### src/hw/ecc_pkg.sv
package ecc_pkg;

    // one lane of the SEC-DED code, 11 data bits plus 5 check bits
    localparam int data_width   = 11;
    localparam int parity_width = 5;
    localparam int code_width   = data_width + parity_width;

    // field view of a stored codeword, check bits on top
    typedef struct packed {
        logic [parity_width-1:0] parity;
        logic [data_width-1:0]   data;
    } ecc_fields_t;

    // the checker reads fields, the injection path works on the flat word
    typedef union packed {
        ecc_fields_t             fields;
        logic [code_width-1:0]   raw;
    } ecc_codeword_u;

    // every data bit sits in three or five check sets, so each column is unique
    // and differs from the one-hot parity-only syndromes
    function automatic logic [parity_width-1:0] ecc_encode(
        input logic [data_width-1:0] d
    );
        logic [parity_width-1:0] p;

        p[0] = ^{d[10], d[8], d[6], d[4], d[3], d[1], d[0]};
        p[1] = ^{d[10], d[9], d[6], d[5], d[3], d[2], d[0]};
        p[2] = ^{d[10], d[9], d[8], d[7], d[3], d[2], d[1]};
        p[3] = ^{d[10], d[9], d[8], d[7], d[6], d[5], d[4]};
        p[4] = ^{d[10], d[7], d[5], d[4], d[2], d[1], d[0]};
        return p;
    endfunction

endpackage

### src/hw/mem_pkg.sv
package mem_pkg;

    // words per lane and the address that selects them
    localparam int mem_depth   = 16;
    localparam int addr_width  = 4;

    // user word is both lanes side by side
    localparam int word_width  = 22;

    // error counters stop at all ones
    localparam int count_width = 8;

endpackage

### src/hw/ecc_lane_if.sv
`timescale 1ns/100ps

interface ecc_lane_if;

    // checked data and flags of one lane, valid for one cycle per read
    logic [ecc_pkg::data_width-1:0] data;
    logic                           sbit_err;
    logic                           dbit_err;
    logic                           valid;

    modport lane (
        output data,
        output sbit_err,
        output dbit_err,
        output valid
    );

    modport merge (
        input  data,
        input  sbit_err,
        input  dbit_err,
        input  valid
    );

endinterface

### src/hw/ecc_11_codec.sv
`timescale 1ns/100ps

module ecc_11_codec (
    input  ecc_pkg::ecc_codeword_u           code,
    input  logic                             bypass,
    output logic [ecc_pkg::data_width-1:0]   data,
    output logic                             sbit_err,
    output logic                             dbit_err
);

logic [ecc_pkg::parity_width-1:0] syndrome;
logic [ecc_pkg::data_width-1:0]   flip_mask;
logic                             parity_only;
logic                             single_err;
logic                             double_err;

assign syndrome = code.fields.parity ^ ecc_pkg::ecc_encode(code.fields.data);

// exactly one check bit set means the error hit the stored parity
assign parity_only = (syndrome != '0) && ((syndrome & (syndrome - 1'b1)) == '0);

// match the syndrome against the column of each data bit
always_comb begin
    logic [ecc_pkg::data_width-1:0] probe;

    flip_mask = '0;
    for (int i = 0; i < ecc_pkg::data_width; i++) begin
        probe    = '0;
        probe[i] = 1'b1;
        if (syndrome == ecc_pkg::ecc_encode(probe)) begin
            flip_mask[i] = 1'b1;
        end
    end
end

always_comb begin
    single_err = 1'b0;
    double_err = 1'b0;
    if (flip_mask != '0 || parity_only) begin
        single_err = 1'b1;
    end else if (syndrome != '0) begin
        // even weight syndrome, cannot be located
        double_err = 1'b1;
    end
end

// a double error leaves flip_mask clear, so the data goes out as stored
assign data     = bypass ? code.fields.data : code.fields.data ^ flip_mask;
assign sbit_err = ~bypass & single_err;
assign dbit_err = ~bypass & double_err;

endmodule

### src/hw/ecc_lane.sv
`timescale 1ns/100ps

module ecc_lane (
    input  logic                             clk,
    input  logic                             reset,
    input  logic                             wr_en,
    input  logic [mem_pkg::addr_width-1:0]   wr_addr,
    input  logic [ecc_pkg::data_width-1:0]   wr_data,
    input  logic [ecc_pkg::code_width-1:0]   inj_mask,
    input  logic                             rd_en,
    input  logic [mem_pkg::addr_width-1:0]   rd_addr,
    input  logic                             bypass,
    ecc_lane_if.lane                         result
);

ecc_pkg::ecc_codeword_u enc_code;
ecc_pkg::ecc_codeword_u store_code;
ecc_pkg::ecc_codeword_u mem [0:mem_pkg::mem_depth-1];
ecc_pkg::ecc_codeword_u rd_code;
logic                   rd_bypass;
logic                   rd_valid;

// encode the write data into its codeword
always_comb begin
    enc_code.fields.data   = wr_data;
    enc_code.fields.parity = ecc_pkg::ecc_encode(wr_data);
end

// injected flips land anywhere in the stored word, parity included
assign store_code.raw = enc_code.raw ^ inj_mask;

always_ff @(posedge clk) begin
    if (wr_en) begin
        mem[wr_addr] <= store_code;
    end
end

// a same-cycle write is not visible here, the read gets the old word
always_ff @(posedge clk) begin
    if (rd_en) begin
        rd_code   <= mem[rd_addr];
        rd_bypass <= bypass;
    end
end

always_ff @(posedge clk) begin
    if (reset) begin
        rd_valid <= 1'b0;
    end else begin
        rd_valid <= rd_en;
    end
end

ecc_11_codec ecc_11_codec_i (
    .code     (rd_code),
    .bypass   (rd_bypass),
    .data     (result.data),
    .sbit_err (result.sbit_err),
    .dbit_err (result.dbit_err)
);

assign result.valid = rd_valid;

endmodule

### src/hw/ecc_merge.sv
`timescale 1ns/100ps

module ecc_merge (
    input  logic                              clk,
    input  logic                              reset,
    ecc_lane_if.merge                         lane_lo,
    ecc_lane_if.merge                         lane_hi,
    output logic                              rd_valid,
    output logic [mem_pkg::word_width-1:0]    rd_data,
    output logic                              sbit_err,
    output logic                              dbit_err,
    output logic [mem_pkg::count_width-1:0]   sbit_count,
    output logic [mem_pkg::count_width-1:0]   dbit_count
);

logic lanes_valid;
logic any_dbit;
logic any_sbit;

assign lanes_valid = lane_lo.valid & lane_hi.valid;

// a double error in either lane outranks a single error in the other
assign any_dbit = lanes_valid & (lane_lo.dbit_err | lane_hi.dbit_err);
assign any_sbit = lanes_valid & ~any_dbit & (lane_lo.sbit_err | lane_hi.sbit_err);

always_ff @(posedge clk) begin
    if (lanes_valid) begin
        rd_data <= {lane_hi.data, lane_lo.data};
    end
end

always_ff @(posedge clk) begin
    if (reset) begin
        rd_valid   <= 1'b0;
        sbit_err   <= 1'b0;
        dbit_err   <= 1'b0;
        sbit_count <= '0;
        dbit_count <= '0;
    end else begin
        rd_valid <= lanes_valid;
        sbit_err <= any_sbit;
        dbit_err <= any_dbit;
        // counters hold at all ones
        if (any_sbit && sbit_count != '1) begin
            sbit_count <= sbit_count + 1'b1;
        end
        if (any_dbit && dbit_count != '1) begin
            dbit_count <= dbit_count + 1'b1;
        end
    end
end

endmodule

### src/hw/ecc_mem_top.sv
`timescale 1ns/100ps

module ecc_mem_top (
    input  logic                                clk,
    input  logic                                reset,
    input  logic                                wr_en,
    input  logic [mem_pkg::addr_width-1:0]      wr_addr,
    input  logic [mem_pkg::word_width-1:0]      wr_data,
    input  logic                                rd_en,
    input  logic [mem_pkg::addr_width-1:0]      rd_addr,
    input  logic                                bypass,
    input  logic [2*ecc_pkg::code_width-1:0]    inj_mask,
    output logic                                rd_valid,
    output logic [mem_pkg::word_width-1:0]      rd_data,
    output logic                                sbit_err,
    output logic                                dbit_err,
    output logic [mem_pkg::count_width-1:0]     sbit_count,
    output logic [mem_pkg::count_width-1:0]     dbit_count
);

ecc_lane_if lane_lo_if ();
ecc_lane_if lane_hi_if ();

// low half of the word and of the mask
ecc_lane lane_lo_i (
    .clk      (clk),
    .reset    (reset),
    .wr_en    (wr_en),
    .wr_addr  (wr_addr),
    .wr_data  (wr_data[ecc_pkg::data_width-1:0]),
    .inj_mask (inj_mask[ecc_pkg::code_width-1:0]),
    .rd_en    (rd_en),
    .rd_addr  (rd_addr),
    .bypass   (bypass),
    .result   (lane_lo_if.lane)
);

// high half of the word and of the mask
ecc_lane lane_hi_i (
    .clk      (clk),
    .reset    (reset),
    .wr_en    (wr_en),
    .wr_addr  (wr_addr),
    .wr_data  (wr_data[mem_pkg::word_width-1:ecc_pkg::data_width]),
    .inj_mask (inj_mask[2*ecc_pkg::code_width-1:ecc_pkg::code_width]),
    .rd_en    (rd_en),
    .rd_addr  (rd_addr),
    .bypass   (bypass),
    .result   (lane_hi_if.lane)
);

ecc_merge merge_i (
    .clk        (clk),
    .reset      (reset),
    .lane_lo    (lane_lo_if.merge),
    .lane_hi    (lane_hi_if.merge),
    .rd_valid   (rd_valid),
    .rd_data    (rd_data),
    .sbit_err   (sbit_err),
    .dbit_err   (dbit_err),
    .sbit_count (sbit_count),
    .dbit_count (dbit_count)
);

endmodule

### config.mk
export PLATFORM = sky130hd
export DESIGN_NAME = ecc_mem_top
export DESIGN_NICKNAME = d
export VERILOG_FILES = /design/src/hw/ecc_pkg.sv /design/src/hw/mem_pkg.sv /design/src/hw/ecc_lane_if.sv /design/src/hw/ecc_11_codec.sv /design/src/hw/ecc_lane.sv /design/src/hw/ecc_merge.sv /design/src/hw/ecc_mem_top.sv
export SDC_FILE = /design/constraint.sdc
export NUM_CORES = 1
export LEC_CHECK = 0
export BUFFER_PORTS_ARGS = -buffer_cell sky130_fd_sc_hd__buf_2
export CAP_MARGIN = 20
export CORE_ASPECT_RATIO = 1.4
export CORE_MARGIN = 2
export CORE_UTILIZATION = 36
export DETAILED_ROUTE_END_ITERATION = 7
export HOLD_SLACK_MARGIN = 0.03
export SLEW_MARGIN = 10
export SYNTH_ARGS = -nofsm -noshare
export SYNTH_HDL_FRONTEND = slang
export SYNTH_SLANG_ARGS = --single-unit
### constraint.sdc
create_clock -name clk -period 8.4 [get_ports clk]
set_clock_uncertainty 0.2 [all_clocks]
set_input_delay 1.26 -clock clk [delete_from_list [all_inputs] [get_ports clk]]
set_output_delay 1.26 -clock clk [all_outputs]
set_load 0.02 [all_outputs]
==> impl_metrics.ini <==
[status]
status = completed

[clock_tree]
post-cts-setup-buffers = 0
insertion_delay_ns = 0.58
cts_htree_levels = 2
post_cts_resize_count = 0
postCtsHoldBufs = 0
cts.clk_slew.worst_paths_ns = 0.06
numCtsBuffers = 52
cts_tree = built
cts_root_buf = clkbuf_16
cts.sinks = 587
clockBufferDepth = 3

[yosys]
synth_area_um2 = 23800
yosysUniqueCellTypes = 49
netlist_instances = 1119
avgSynthCellArea_um2 = 21.2
async_reset_ff_share_pct = 0
synth_edf_count = 567
ys.flop_type = edfxtp_1
yosysSeqAreaShare_pct = 73.4
yosys_warnings = 0
syn-num-nets = 1188
ys_ff_latch = 587

[floorplan]
coreArea_um2 = 65400
die-area_um2 = 68100
die_w_um = 221
io-pin-count = 108
rows = 111
die_height_um = 308
initial_core_util_pct = 36.3

[sta]
fin_crit_sh_pct = 44.8
finalSetupViolations = 0
hold_viol_final = 0
fin_crit_ns = 3.77
rsz0062_at_grt = false
fmax_ghz = 0.265
worstMarginPinSlew_ns = 1.08
setup_tns_ns = 0
max_slew_margin_pct = 27.9
holdWs_ns = 0.309
maxSlewViolCount = 0

[power]
power.density_nw_per_um2 = 252
leakage_uw = 0.00878
ir_drop_v = 0.000144

[detailed_routing]
ant_nets = 0
drtIter0Drc = 932
vias_per_cell = 5.14
drt_first_pass_iters = 5
wire_per_inst_um = 23.8
wl_um = 51700
drc = 0
vias = 11200

[global_route]
grt_overflow_total = 0
grt_pass1_wl_um = 75300
grt_max_degree = 79
grt.total_usage_pct = 15.1
antenna_found_initial = 0
grt_pass1_vias = 11700

[finish]
antenna_cells = 0
drive_above_1_share_pct = 31.8
area_delta_synth_final_pct = 15.6
final_util_pct = 42.0
final_nets = 1349

[setup_path]
critPathMaxFanout = 14
worstSetupEndpointType = flop
cpPeakStageDelay_ns = 0.52
crit_top_cell = or3_1
arrival_ns = 4.06
worst_setup_path_start_kind = flop
critical_path.cell_chain = xnor2_1, xnor2_2, or3_1, a2111oi_4, and2_1, a211oi_1, a311o_1, or3_1, a21oi_1
crit_required_ns = 8.69
critPathSlowestCell = edfxtp_1
worst-setup-path-type = flop to flop

[place]
portBuffers = 107
finalWeightedCongestion = 0.778
hpwl_um = 28300

[run]
drv_cap = 0

[worst_hold_path]
hold_class = flop to flop
-- Yosys cell counts (all sizes together), types with 2 or more instances --
cell	number	area share [%]
nand3b	2	0.063
nand3	32	0.67
nand2b	8	0.21
xnor3	8	0.76
nor3	6	0.13
a211oi	3	0.12
a211o	2	0.074
and3	5	0.13
mux4	160	15
o21ai	11	0.23
mux2i	9	0.38
dfxtp	20	1.7
buf	13	0.24
nor2	31	0.49
and2	2	0.053
clkbuf	28	0.44
xor2	41	1.6
mux2	2	0.095
ha	2	0.11
inv	4	0.063
or3	9	0.24
a2111oi	3	0.24
edfxtp	567	72
nor2b	7	0.18
xnor2	108	4.1
nand2	13	0.21
a21oi	10	0.23
nand4	2	0.053
-- critical path, delay by kind of cell (launching register included) --
family          cells  cell delay [ns]
flops               1             0.52
xor+xnor            2             0.77
simple gates        3             1.08
compound gates      4             1.09
-- report_power, final --
| group | total [µW] | internal, µW | switching, µW |
|---|---|---|---|
| clock network | 2490 | 1450 | 1040 |
| logic | 940 | 376 | 564 |
| registers | 3480 | 3430 | 45.5 |
-- routing by layer --
| layer | wire length (µm) | global-route usage, % |
|---|---|---|
| met5 | 0 | 0 |
| met4 | 1240 | 4.71 |
| met3 | 2290 | 2.15 |
| met2 | 27500 | 27.6 |
| met1 | 20700 | 18.3 |
-- flip-flops by register name (all words and copies together), names as in the netlist --
signal                  count
merge_i.rd_data            22
merge_i.sbit_count          8
lane_hi_i.rd_bypass         1
lane_lo_i.rd_code          16
merge_i.rd_valid            1
lane_lo_i.mem             256
lane_hi_i.rd_code          16
lane_hi_i.mem             256
merge_i.dbit_count          8
lane_hi_i.result.valid      1
merge_i.dbit_err            1
merge_i.sbit_err            1
-- stage by stage --
stage	instances	power, µW	area, µm²	setup WS (ns)
2_1_floorplan	1119	4190	23800	3.76
3_3_place_gp	2062	4460	25500	4.09
3_5_place_dp	2063	4490	25500	4.05
4_1_cts	2159	6980	27300	4.55
5_1_grt	2169	7160	27500	4.31
6_report	2169	6910	27500	4.63
-- logic make-up (layout without fill, tap and decap cells) --
family | Yosys count | after routing | share of synthesized area, %
AO/OA/AOI/OAI | 37 | 37 | 1.17
XOR/XNOR | 157 | 157 | 6.46
adder cells (fa/ha/maj) | 2 | 2 | 0.105
buffers and inverters | 45 | 248 | 0.748
flip-flops | 587 | 587 | 73.4
multiplexers | 171 | 171 | 15.6
AND/OR/NAND/NOR | 120 | 120 | 2.52
-- area by class of cell --
type                    instances  area [µm²]
fillers                      5613       38000
flip-flops and latches        587       17400
multi-input cells             487        6290
clock buffers                  61        1380
well taps                     847        1060
repair buffers                148         885
clock inverters                35         412
inverters                       4        15.0
-- path summary, 6_finish.rpt --
check                             start  depth (start not counted)  slack (ns)               endpoint
hold / removal    merge_i.sbit_count[6]                          2        0.31  merge_i.sbit_count[6]
setup reg to reg   lane_lo_i.rd_code[2]                          9        4.63  merge_i.sbit_count[4]
hold reg to reg   merge_i.sbit_count[6]                          2        0.31  merge_i.sbit_count[6]
setup / recovery   lane_lo_i.rd_code[2]                          9        4.63  merge_i.sbit_count[4]
-- layout by cell type, fill, tap and decap left out, types with 9 or more instances in the layout --
cell type  netlist  final
clkinv_1         0      9
buf_4            0     39
bufinv_16        0      9
clkbuf_16        0     54
nor2_4           0     12
edfxtp_1       567    567
a21oi_1          9      9
mux2i_1          9      9
buf_2            1    106
xor2_1          38     36
clkinv_2         0     12
xnor2_1        106    105
nor2_1          31     19
or3_1            9      9
mux4_2         160    160
nand3_1         32     32
nand2_1         13     13
dfxtp_1         20     20
(Power assumes the default switching activity.)
